File: config.mk
export PLATFORM = sky130hd
export DESIGN_NAME = apb_weight_port
export DESIGN_NICKNAME = d
export VERILOG_FILES = /design/src/rtl/wbuf_bus_pkg.sv /design/src/rtl/wbuf_mem_pkg.sv /design/src/rtl/apb_weight_port.sv
export SDC_FILE = /design/constraint.sdc
export NUM_CORES = 1
export LEC_CHECK = 0
export ABC_AREA = 1
export BUFFER_PORTS_ARGS = -buffer_cell sky130_fd_sc_hd__buf_4
export CAP_MARGIN = 20
export CORE_MARGIN = 10
export CORE_UTILIZATION = 23
export CTS_BUF_LIST = sky130_fd_sc_hd__clkbuf_8
export CTS_CLUSTER_DIAMETER = 120
export DETAILED_ROUTE_END_ITERATION = 12
export PLACE_DENSITY_LB_ADDON = 0.05
export REMOVE_ABC_BUFFERS = 1
export SLEW_MARGIN = 15
export SYNTH_ARGS = -nofsm -noshare
export SYNTH_HDL_FRONTEND = slang
export SYNTH_SLANG_ARGS = --single-unit
export TNS_END_PERCENT = 5
File: constraint.sdc
create_clock -name clk -period 1 [get_ports clk]
set_input_delay 0.15 -clock clk [delete_from_list [all_inputs] [get_ports clk]]
set_output_delay 0.15 -clock clk [all_outputs]
set_load 0.02 [all_outputs]
File: src/rtl/wbuf_bus_pkg.sv
package wbuf_bus_pkg;

  // one weight word
  localparam int data_w = 32;

  localparam int addr_w = 32;

  // one strobe bit per byte lane of a word
  localparam int pstrb_w = data_w / 8;

  // signals driven by the APB requester
  typedef struct packed {
    logic               psel;
    logic               penable;
    logic               pwrite;
    logic [addr_w-1:0]  paddr;
    logic [data_w-1:0]  pwdata;
    logic [pstrb_w-1:0] pstrb;
  } apb_req_t;

  // signals returned by the APB completer
  typedef struct packed {
    logic              pready;
    logic              pslverr;
    logic [data_w-1:0] prdata;
  } apb_rsp_t;

endpackage
File: src/rtl/wbuf_mem_pkg.sv
package wbuf_mem_pkg;

  // byte mask width of one SRAM word
  localparam int strb_w = wbuf_bus_pkg::data_w / 8;

  // full width of the word index field, the depth uses the low part
  localparam int mem_addr_w = 16;

  // chip-select request into the weight SRAM
  typedef struct packed {
    logic                            cs;
    logic                            we;
    logic [strb_w-1:0]               be;
    logic [mem_addr_w-1:0]           addr;
    logic [wbuf_bus_pkg::data_w-1:0] wdata;
  } mem_req_t;

  // which master currently holds the buffer
  typedef enum logic [1:0] {
    owner_none   = 2'd0,
    owner_host   = 2'd1,
    owner_engine = 2'd2
  } buf_owner_e;

endpackage

File: src/rtl/apb_weight_port.sv
`timescale 1ns/100ps

module apb_weight_port #(
  parameter int word_addr_w = 10
) (
  input  logic                            clk,
  input  logic                            rst,
  input  wbuf_bus_pkg::apb_req_t          apb_req_i,
  output wbuf_bus_pkg::apb_rsp_t          apb_rsp_o,
  output wbuf_mem_pkg::mem_req_t          host_req_o,
  output logic                            host_busy_o,
  input  logic [wbuf_bus_pkg::data_w-1:0] host_rdata_i,
  input  logic                            host_denied_i
);

  import wbuf_bus_pkg::*;

  typedef enum logic [1:0] {
    ph_idle    = 2'd0,
    ph_access  = 2'd1,
    ph_rd_wait = 2'd2
  } port_phase_e;

  port_phase_e            phase_q, phase_d;
  logic [word_addr_w-1:0] word_idx;
  logic                   in_range;
  logic                   acc;
  logic                   err;

  // byte address to word index, upper bits must be clear
  assign word_idx = apb_req_i.paddr[word_addr_w+1:2];
  assign in_range = ~|apb_req_i.paddr[addr_w-1:word_addr_w+2];

  assign acc = (phase_q == ph_access) && apb_req_i.psel && apb_req_i.penable;
  assign err = !in_range || host_denied_i;

  // the host holds the buffer from setup until the completing cycle
  assign host_busy_o = apb_req_i.psel;

  always_ff @(posedge clk or posedge rst) begin
    if (rst) begin
      phase_q <= ph_idle;
    end else begin
      phase_q <= phase_d;
    end
  end

  always_comb begin
    phase_d = phase_q;
    case (phase_q)
      ph_idle: begin
        if (apb_req_i.psel) begin
          phase_d = ph_access;
        end
      end
      ph_access: begin
        if (acc) begin
          // only a good read needs the extra cycle
          phase_d = (apb_req_i.pwrite || err) ? ph_idle : ph_rd_wait;
        end
      end
      ph_rd_wait: phase_d = ph_idle;
      default:    phase_d = ph_idle;
    endcase
  end

  // request goes out in the first access cycle only
  always_comb begin
    host_req_o                        = '0;
    host_req_o.cs                     = acc && !err;
    host_req_o.we                     = apb_req_i.pwrite;
    host_req_o.be                     = apb_req_i.pstrb;
    host_req_o.addr[word_addr_w-1:0]  = word_idx;
    host_req_o.wdata                  = apb_req_i.pwdata;
  end

  always_comb begin
    apb_rsp_o         = '0;
    apb_rsp_o.pready  = (acc && (apb_req_i.pwrite || err)) || (phase_q == ph_rd_wait);
    apb_rsp_o.pslverr = acc && err;
    if (phase_q == ph_rd_wait) begin
      apb_rsp_o.prdata = host_rdata_i;
    end
  end

endmodule

After elaboration in Yosys (flattened, before gate mapping)
Cells that the tools add are included.
{"block": "word_totals", "romBits": 0, "n_memories": 0, "elab_cells": 22, "ramBits": 0, "latchBits": 0, "reg_bits": 2, "out_inout_bits": 89, "inputBits": 106}
{"block": "classes", "n_reduce_logical": 12, "div_mod_pow": 0, "order_cmp": 0, "n_mux": 5, "multipliers": 0, "n_shift": 0, "add_sub_neg": 0, "bitwise_logic": 0, "eq_ne": 4}
{"operator": "$mux 32", "count": 1}
{"operator": "$reduce_or 20->1", "count": 1}
{"operator": "$mux 2", "count": 3}
{"operator": "$logic_and 1x1->1", "count": 5}
{"operator": "$ne 2x2->1 const B", "count": 2}
{"operator": "$pmux 2 s2", "count": 1}
{"operator": "$logic_or 1x1->1", "count": 3}
{"operator": "$eq 2x1->1 const B", "count": 1}
{"operator": "$eq 2x2->1 const B", "count": 1}
{"operator": "$logic_not 2->1", "count": 1}
{"operator": "$reduce_and 2->1", "count": 1}
{"operator": "$logic_not 1->1", "count": 1}

Depth between registers and ports, before layout
Gate-level depths: netlist of run 1.
{"block": "logic_depth", "word_depth": 6, "mapped_depth": 6, "mapped_depth_nobuf": 6}

Least setup slack after synthesis of run 1
No wires, ideal clock.
{"block": "synth_path", "path_kind": "register to output", "from": "register phase_q[1]", "to": "output apb_rsp_o[33] (netlist bit)", "stages_incl_launch_ff": 6, "required_time_ns": 0.850, "n_path_buf": 0, "slack_ns": -0.091, "arrival_ns": 0.941, "cell_sequence": "dfrtp_1 nor3_4 nand2_1 nand2_1 inv_1 nand2_1"}
{"item": "start, declared", "line": "apb_weight_port.sv:24", "rtl": "port_phase_e phase_q, phase_d;"}
{"item": "start signal, assigned", "line": "apb_weight_port.sv:42", "rtl": "phase_q <= ph_idle;"}
{"item": "start signal, assigned", "line": "apb_weight_port.sv:44", "rtl": "phase_q <= phase_d;"}
{"item": "end, declared", "line": "apb_weight_port.sv:9", "rtl": "output wbuf_bus_pkg::apb_rsp_t apb_rsp_o,"}

==> out/results.ini, run 1 <==
[grt]
use_met3_pct = 22.7
grt_pass1_wl_um = 7950
grt_pass1_vias = 1179
antenna_found_initial = 0
busiest_layer = met3
grt_max_degree = 14
grtUsageMet1_pct = 11.0
grt_use_total_pct = 15.1
globalRouteOverflowTotal = 0
use_met2_pct = 22.2

[synth]
synthFlopType = dfrtp_1
synth.largest_area_cell = buf_4
synth.top_cells.by_area = buf_4, nor2_2, inv_1, nor2_1, dfrtp_1
yosys.area.top_type_share_pct = 41.7
synth_common_cells = buf_4, inv_1, nor2_2, nor2_1, nand2_1
yosysWarnings = 0
ys_ff_latch = 2
ys_types = 15
synthArstFlopShare_pct = 100
synth_edf_count = 0
avgSynthCellArea_um2 = 6.04
netlist_area_um2 = 972
ys_seq_area_share_pct = 5.15
synth_most_common_cell = buf_4
syn_inst = 161

[route]
drtIter0Drc = 41
viasPerCell = 3.97
first_pass_iters = 4
num_vias = 1045
remaining_drc_errors = 0
wirelength_um = 6010
wl_per_cell_um = 22.9
ant_nets = 0

[worst_setup_path]
rrSetupSlack_ps = -90
critPathKind = flip-flop to output pin
required_ps = 850
cp-start-kind = flip-flop
reg2regPathDepth = 5
worst_setup_path_end_kind = output pin
rr_startpoint = phase_q[0]
crit_fanout = 10
r2r-end = phase_q[1]
cp.arrival_ps = 1210

[clocking]
cts.sinks = 2
htreeDepth = 1
cts.path.max_buffers = 2
cts-root-buf = clkbuf_8
cts_made_buffers = 3
clk_latency_ps = 210
clk_transition_reported_paths_ps = 30
cts_tree = done

[min_path]
hold_class = primary input to flip-flop
hold_path_depth = 2
hold_end = phase_q[1]
min-delay-start = apb_req_i[68]

[timing]
layout_setup_ws_ps = -363
finalMaxSlewViolations = 0
setup_violations = 36
fmax_ghz = 0.734
fin_crit_sh_pct = 136
period_needed_ps = 1360
fin_worst_hold_slack_ps = 124
rsz0062_at_grt = true
finalHoldViolCount = 0
finClkSkew_ps = 1.87

[finish]
fin_util_pct = 41.6
largest_reg_flops = 2
regMostFlops = phase_q
fillCellCount = 450
layout-drive-gt1-share_pct = 66.7
layout.nets = 321
area_growth_pct = 73.5
reg_top3 = phase_q: 2 flops
num_antenna_cells = 0

[floorplan]
die_area_mm2 = 0.00723
coreArea_mm2 = 0.00406
die_w_um = 85.0
start_util_pct = 24.0
die_h_um = 85.0
pin_count = 195
fp-row-count = 23

[run_status]
status = finished with violations
violations = setup timing

[place]
dp.final_hpwl_um = 5510
place_congestion = 0.786
portBuffers = 94

[run]
maxCapViolations = 0

[power]
ir_drop_mv = 0.261
power.leakage_nw = 0.955
power_density_mw_per_mm2 = 514

-- report_power, final --
part	total, mW	switching (mW)	internal, mW
clock network	0.311	0.0570	0.254
registers	0.115	0.0129	0.102
logic	0.442	0.209	0.233
-- kinds of logic (layout without fill, tap and decap cells) --
group / after synthesis / after routing / synth area share (%)
AO/OA/AOI/OAI: 1 / 1 / 0.772
buffers and inverters: 95 / 142 / 59.8
flip-flops: 2 / 2 / 5.15
AND/OR/NAND/NOR: 62 / 62 / 33.8
other: 1 / 6 / 0.386
-- repair_timing --
item,CTS,global route
buffers inserted,1,0
cloned,1,0
hold buffers,1,0
pin swaps,2,0
resized for setup,38,19
endpoints found under the hold margin,2,0
endpoints found under the setup margin,36,36
-- metrics by stage --
stage | TNS [ps] | setup slack [ps] | area (um2) | std cells | total power, mW
after global routing | -14760 | -460 | 1690 | 263 | 0.931
final | -12200 | -363 | 1690 | 263 | 0.867
after floorplan | -12920 | -476 | 552 | 109 | 0.286
after detailed placement | -5060 | -191 | 1380 | 257 | 0.511
after CTS | -12690 | -373 | 1600 | 263 | 0.870
after global placement | -4800 | -194 | 1380 | 257 | 0.505
-- worst max path at each step --
| stage | start | endpoint | slack, ps | cells past startpoint |
|---|---|---|---|---|
| floorplan | phase_q[0] | apb_rsp_o[30] | -480 | 3 |
| global placement | phase_q[1] | host_req_o[53] | -190 | 4 |
| detailed placement | phase_q[1] | host_req_o[53] | -190 | 4 |
| CTS | phase_q[0] | apb_rsp_o[33] | -370 | 7 |
| global route | phase_q[0] | host_req_o[53] | -460 | 5 |
| finish | phase_q[0] | apb_rsp_o[25] | -360 | 5 |
-- critical path: stages, from the launching register on --
cell and delay, ps:
dfrtp_1 370, inv_2 110, nand2_4 110, buf_12 180, nor2_2 80, buf_4 140
-- final cells by class --
class	count	area (um2)	area share, %
sequential	2	50.0	2.97
inverter	38	143	8.46
clock buffer	3	41.3	2.45
timing repair buffer	101	918	54.5
tap	50	62.6	3.71
multi-input combinational	69	472	28.0
-- metal layers --
layer  wire (um)  up-vias
li1            -      493
met2        2660      111
met4           9        2
met5          48        -
met1        1470      435
met3        1830        4
-- cell usage in the layout (no fill, tap or decap) --
master	count
buf_12	2
buf_16	1
buf_4	67
buf_6	30
clkbuf_8	3
conb_1	6
dfrtp_1	2
dlygate4sd3_1	1
inv_1	36
inv_2	2
nand2_1	9
nand2_2	2
nand2_4	1
nand3_1	1
nand4_1	1
nor2_1	13
nor2_2	14
nor2_4	19
nor3_4	1
o31ai_1	1
or2_1	1
Power figures use the tool's default switching activity.
==> run 2: changes to the inputs <==
--- a/config.mk
+++ b/config.mk
@@ -13,7 +13,7 @@
 export CTS_BUF_LIST = sky130_fd_sc_hd__clkbuf_8
 export CTS_CLUSTER_DIAMETER = 120
 export DETAILED_ROUTE_END_ITERATION = 12
-export PLACE_DENSITY_LB_ADDON = 0.05
+export PLACE_DENSITY_LB_ADDON = 0.25
 export REMOVE_ABC_BUFFERS = 1
 export SLEW_MARGIN = 15
 export SYNTH_ARGS = -nofsm -noshare
==> run 2 against run 1 <==
  * Critical path depth increased by 1
  * Global-route usage grew 0.12 points
  * Register-to-register slack gained 100 ps
  * Clock skew is essentially flat
  * Clock-buffer cell count unchanged
  * The flow still finishes with violations (setup timing)
  * Utilization rose by 0.59 points
  * Worst hold slack got worse by 7.5 ps
  * First-iteration DRC count down 85%
  * Final area is 1.4% higher
==> out/results.ini, run 2 (synthesis gave the netlist of run 1 again) <==
[finish]
num_antenna_cells = 0  ; unchanged
ff_latch_area_um2 = 51.3  ; was 50.0 um2
layout.nets = 325  ; was 321
final_common_cell = buf_4  ; unchanged
area_growth_pct = 75.9  ; was 73.5%
reg_top3 = phase_q: 2 flops  ; unchanged
largest_reg_flops = 2  ; unchanged
layout-drive-gt1-share_pct = 66.4  ; was 66.7%
multi_input_area_um2 = 473  ; was 472 um2
fin_util_pct = 42.2  ; was 41.6%
regMostFlops = phase_q  ; unchanged
most-common-layout-cells = buf_4, inv_1, buf_6  ; unchanged
fillCellCount = 438  ; was 450

[grt]
grt_pass1_vias = 1156  ; was 1179
antenna_found_initial = 0  ; unchanged
grt_pass1_wl_um = 8020  ; was 7950 um
globalRouteOverflowTotal = 0  ; unchanged
grt_max_degree = 10  ; was 14
grt_use_total_pct = 15.3  ; was 15.1%

[route]
remaining_drc_errors = 0  ; unchanged
top_layer = met5  ; unchanged
wl_per_cell_um = 22.1  ; was 22.9 um
wl_met3_um = 1780  ; was 1830 um
viasPerCell = 3.87  ; was 3.97
ant_nets = 0  ; unchanged
drtIter0Drc = 6  ; was 41
wl_met2_um = 2470  ; was 2660 um
wl_met1_um = 1590  ; was 1470 um
num_vias = 1032  ; was 1045
first_pass_iters = 2  ; was 4
wirelength_um = 5900  ; was 6010 um

[clocking]
clk_transition_reported_paths_ps = 30  ; about the same
cts_tree = done  ; unchanged
cts-root-buf = clkbuf_8  ; unchanged
htreeDepth = 1  ; unchanged
cts.sinks = 2  ; unchanged
clk_latency_ps = 210  ; about the same
cts.path.max_buffers = 2  ; unchanged
cts_made_buffers = 3  ; unchanged

[floorplan]
fp-row-count = 23  ; unchanged
pin_count = 195  ; unchanged
die_area_mm2 = 0.00723  ; unchanged
start_util_pct = 24.0  ; unchanged
die_w_um = 85.0  ; unchanged
coreArea_mm2 = 0.00406  ; unchanged
die_h_um = 85.0  ; unchanged

[worst_setup_path]
crit_chain = nor3_4 > nand2_1 > nand2_1 > inv_1 > nand2_1 > buf_6  ; was inv_2 > nand2_4 > buf_12 > nor2_2 > buf_4
worst_setup_path_end_kind = output pin  ; unchanged
rr_startpoint = phase_q[1]  ; was phase_q[0]
slowest_stage = dfrtp_2  ; was dfrtp_1
critPathKind = flip-flop to output pin  ; unchanged
cp.arrival_ps = 1230  ; was 1210 ps
cpMostUsedCell = nand2_1
cp-start-kind = flip-flop  ; unchanged
slowest_delay_ps = 450  ; was 370 ps
critical_path.startpoint = phase_q[1]  ; was phase_q[0]
crit_fanout = 4  ; was 10
required_ps = 850  ; about the same

[run_status]
violations = setup timing  ; unchanged
status = finished with violations  ; unchanged

[power]
total_power_mw = 0.938  ; was 0.867 mW
ir_drop_mv = 0.544  ; was 0.261 mV
power.leakage_nw = 0.966  ; was 0.955 nW
power_frac_clock_pct = 33.6  ; was 35.8%
power.switching_mw = 0.313  ; was 0.279 mW
p_comb_share_pct = 53.3  ; was 50.9%
power_density_mw_per_mm2 = 548  ; was 514 mW/mm2
pwr-share-seq_pct = 13.0  ; was 13.2%
p_int_mw = 0.625  ; was 0.589 mW
swShare_pct = 33.3  ; was 32.1%

[timing]
fmax_ghz = 0.726  ; was 0.734 GHz
finalHoldViolCount = 0  ; unchanged
finClkSkew_ps = 2.30  ; was 1.87 ps
fin_crit_sh_pct = 138  ; was 136%
layout_setup_ws_ps = -378  ; was -363 ps
rsz0062_at_grt = true  ; unchanged
period_needed_ps = 1380  ; was 1360 ps
finalMaxSlewViolations = 0  ; unchanged
setup_violations = 35  ; was 36

[min_path]
hold_class = primary input to flip-flop  ; unchanged
min-delay-start = apb_req_i[68]  ; unchanged

[place]
portBuffers = 94  ; unchanged
place_congestion = 0.721  ; was 0.786
dpl_worst_slack_ps = -187  ; was -191 ps
dp.final_hpwl_um = 5390  ; was 5510 um

[run]
maxCapViolations = 0  ; unchanged

run 2: changes by cell type in the layout (fill, tap and decap cells not counted), sizes merged:
cell  change
buf       +4
run 2: final timing paths:
path                       depth (start not counted)  slack, ps            end
setup / recovery                                   6       -380  apb_rsp_o[33]
hold / removal                                     2        120     phase_q[1]
setup reg to reg                                   3         10     phase_q[0]
hold reg to reg                                    3        600     phase_q[0]
max in group asynchronous                          3        500     phase_q[1]
min in group asynchronous                          3        370     phase_q[0]
run 2: through the flow:
stage	setup TNS [ps]	area (um2)	hold WS, ps	cells
final	-11950	1710	117	267
after global routing	-14280	1710	115	267
after CTS	-13310	1600	118	267
after detailed placement	-5320	1380	20.4	259
after global placement	-4820	1380	22.3	259
after floorplan	-12920	552	-109	109
run 2: repair_timing:
item | CTS | global route
setup endpoints to repair | 36 | 37
hold buffers | 1 | 0
resized for setup | 27 | 25
pin swaps | 3 | 2
setup buffers | 2 | 0
cloned | 2 | 0
endpoints found under the hold margin | 2 | 0
run 2: layer usage:
layer | global-route usage (%) | vias up
met5 | 6.29 | -
met4 | 2.25 | 2
met3 | 23.1 | 4
met2 | 20.2 | 116
met1 | 12.3 | 407
li1 | - | 503
run 2: layout make-up:
type / count / share of cell area (%)
Inverter: 38 / 8.49
Tap cell: 50 / 3.66
Multi-Input combinational cell: 69 / 27.7
Clock buffer: 3 / 2.41
Timing Repair Buffer: 105 / 54.8
Sequential cell: 2 / 3.00
run 2: critical path, delay by kind of cell, from the launching register on:
kind                   cells  cell delay, ps
and+or+nand+nor            4             430
buffers and inverters      2             160
DFF                        1             450
run 2: power by group through the flow:
stage | Combinational (mW) | Sequential, mW | Clock, mW
2_1_floorplan | 0.172 | 0.113 | 0
3_3_place_gp | 0.422 | 0.116 | 0
3_5_place_dp | 0.423 | 0.116 | 0
4_1_cts | 0.469 | 0.116 | 0.326
5_1_grt | 0.542 | 0.125 | 0.343
6_report | 0.500 | 0.122 | 0.315
==> run 3: changes to the inputs <==
--- a/config.mk
+++ b/config.mk
@@ -5,11 +5,10 @@
 export SDC_FILE = /design/constraint.sdc
 export NUM_CORES = 1
 export LEC_CHECK = 0
-export ABC_AREA = 1
 export BUFFER_PORTS_ARGS = -buffer_cell sky130_fd_sc_hd__buf_4
 export CAP_MARGIN = 20
 export CORE_MARGIN = 10
-export CORE_UTILIZATION = 23
+export CORE_UTILIZATION = 20
 export CTS_BUF_LIST = sky130_fd_sc_hd__clkbuf_8
 export CTS_CLUSTER_DIAMETER = 120
 export DETAILED_ROUTE_END_ITERATION = 12
==> run 3 against run 2 <==
  * The run still ends with setup timing left
  * Synthesized area down 17%
  * Combinational power down 45%
  * Die area down 3.7%
  * Worst hold slack better by 93 ps
  * Highest routed layer is now met4
==> out/results.ini, run 3 <==
[run_status]
violations = setup timing  ; unchanged
status = finished with violations  ; unchanged

[grt]
grt_max_degree = 24  ; was 10
antenna_found_initial = 0  ; unchanged
grt_use_total_pct = 15.5  ; was 15.3%
grt_pass1_vias = 1057  ; was 1156
globalRouteOverflowTotal = 0  ; unchanged
grt_pass1_wl_um = 7790  ; was 8020 um

[power]
ir_drop_mv = 0.252  ; was 0.544 mV
total_power_mw = 0.682  ; was 0.938 mW
power_density_mw_per_mm2 = 525  ; was 548 mW/mm2
power.leakage_nw = 0.704  ; was 0.966 nW

[clocking]
clk_transition_reported_paths_ps = 30  ; about the same
cts_made_buffers = 3  ; unchanged
cts-root-buf = clkbuf_8  ; unchanged
clk_latency_ps = 210  ; about the same
htreeDepth = 1  ; unchanged
cts_tree = done  ; unchanged
cts.path.max_buffers = 2  ; unchanged
cts.sinks = 2  ; unchanged

[worst_setup_path]
rrSetupSlack_ps = 40  ; was 10 ps
reg2regPathDepth = 3  ; unchanged
required_ps = 850  ; about the same
rr_startpoint = phase_q[0]  ; was phase_q[1]
crit_fanout = 4  ; unchanged
cp.arrival_ps = 1330  ; was 1230 ps
critical_path.startpoint = phase_q[0]  ; was phase_q[1]
worst_setup_path_end_kind = output pin  ; unchanged
cp-start-kind = flip-flop  ; unchanged
critPathKind = flip-flop to output pin  ; unchanged
cp-endpoint = apb_rsp_o[33]  ; unchanged
r2r-end = phase_q[1]  ; was phase_q[0]

[place]
place_congestion = 0.778  ; was 0.721
dpl_worst_slack_ps = -380  ; was -187 ps
dp.final_hpwl_um = 5480  ; was 5390 um
portBuffers = 94  ; unchanged
place_area_mm2 = 0.00123  ; was 0.00138 mm2

[floorplan]
die_w_um = 83.4  ; was 85.0 um
fp-row-count = 22  ; was 23
pin_count = 195  ; unchanged
start_util_pct = 21.3  ; was 24.0%
die_h_um = 83.4  ; was 85.0 um
coreArea_mm2 = 0.00377  ; was 0.00406 mm2
die_area_mm2 = 0.00696  ; was 0.00723 mm2

[timing]
fmax_ghz = 0.677  ; was 0.726 GHz
finClkSkew_ps = 0.0191  ; was 2.30 ps
finalHoldViolCount = 0  ; unchanged
layout_setup_ws_ps = -476  ; was -378 ps
fin_crit_sh_pct = 148  ; was 138%
period_needed_ps = 1480  ; was 1380 ps
finalMaxSlewViolations = 0  ; unchanged
rsz0062_at_grt = true  ; unchanged
setup_tns_ps = -14940  ; was -11950 ps
setup_violations = 35  ; unchanged

[route]
num_vias = 890  ; was 1032
remaining_drc_errors = 0  ; unchanged
wl_per_cell_um = 27.4  ; was 22.1 um
wirelength_um = 5840  ; was 5900 um
viasPerCell = 4.18  ; was 3.87
ant_nets = 0  ; unchanged
drtIter0Drc = 35  ; was 6
first_pass_iters = 3  ; was 2

[synth]
ys_seq_area_share_pct = 6.22  ; was 5.15%
synthFlopType = dfrtp_1  ; unchanged
netlist_area_um2 = 805  ; was 972 um2
synth_edf_count = 0  ; unchanged
synth_most_common_cell = buf_4  ; unchanged
synth.top_cells.by_area = buf_4, and2_1, dfrtp_1, nor4_2, nor4_1  ; was buf_4, nor2_2, inv_1, nor2_1, dfrtp_1
syn_inst = 112  ; was 161
synthArstFlopShare_pct = 100  ; unchanged
yosys.area.top_type_share_pct = 50.4  ; was 41.7%
yosysWarnings = 0  ; unchanged
avgSynthCellArea_um2 = 7.18  ; was 6.04 um2
synth_common_cells = buf_4, and2_1, clkbuf_1, nor2_1, nor4_2  ; was buf_4, inv_1, nor2_2, nor2_1, nand2_1
synth.largest_area_cell = buf_4  ; unchanged
ys_types = 17  ; was 15
ys_ff_latch = 2  ; unchanged

[run]
maxCapViolations = 0  ; unchanged

[finish]
final_common_cell = buf_4  ; unchanged
fin_util_pct = 34.4  ; was 42.2%
most-common-layout-cells = buf_4, and2_1, conb_1  ; was buf_4, inv_1, buf_6
reg_top3 = phase_q: 2 flops  ; unchanged
largest_reg_flops = 2  ; unchanged
regMostFlops = phase_q  ; unchanged
layout-drive-gt1-share_pct = 66.1  ; was 66.4%
layout.nets = 273  ; was 325
num_antenna_cells = 0  ; unchanged
area_growth_pct = 61.4  ; was 75.9%
final_area_mm2 = 0.00130  ; was 0.00171 mm2

[min_path]
min-delay-start = apb_req_i[68]  ; unchanged
hold_class = primary input to flip-flop  ; unchanged

-- run 3: routing by layer --
metal,wire (um),track usage [%]
met1,1520,11.4
met3,1850,24.1
met2,2450,21.2
met5,0,0.758
met4,23,4.08
-- run 3: how the worst min path moves through the flow --
stage	to	slack (ps)	cells after the start
4_1_cts	phase_q[1]	200	3
2_1_floorplan	phase_q[0]	-110	1
5_1_grt	phase_q[1]	200	3
3_5_place_dp	phase_q[0]	20	2
3_3_place_gp	phase_q[0]	10	2
6_report	phase_q[1]	210	3
-- run 3: through the flow --
stage	hold WS (ps)	cells
floorplan	-109	60
global placement	12.6	208
detailed placement	19.2	208
CTS	201	213
global route	201	213
finish	210	213
-- run 3: cells by family (layout without fill, tap and decap cells) --
| group | after synthesis | count (layout) | synth area share (%) |
|---|---|---|---|
| flip-flops | 2 | 2 | 6.22 |
| buffers and inverters | 59 | 107 | 52.7 |
| AO/OA/AOI/OAI | 4 | 4 | 3.89 |
| other | 1 | 6 | 0.466 |
| AND/OR/NAND/NOR | 46 | 46 | 36.7 |
-- run 3: cell type report --
class / count / area (um2)
multi-input cells: 56 / 352
fillers: 408 / 2470
inverters: 2 / 7.51
repair buffers: 102 / 788
clock buffers: 3 / 41.3
flip-flops and latches: 2 / 50.0
well taps: 48 / 60.1
-- run 3: what timing repair did --
item	CTS	global route
hold buffers	1	0
endpoints found under the setup margin	36	37
pin swaps	2	0
hold endpoints to repair	2	0
buffers inserted	1	0
gates resized for setup	4	1
-- run 3: where the power goes --
group,switching (mW),internal (mW),leakage (nW)
sequential,0.00374,0.0862,0.0245
clock,0.0614,0.254,0.0216
combinational,0.0922,0.185,0.658
-- run 3: worst max-delay path, cell delays in order, from the launching register on --
cell and delay, ps:
dfrtp_1 360, buf_6 110, nand4b_1 170, o21ai_1 160
o41a_1 190, buf_6 120
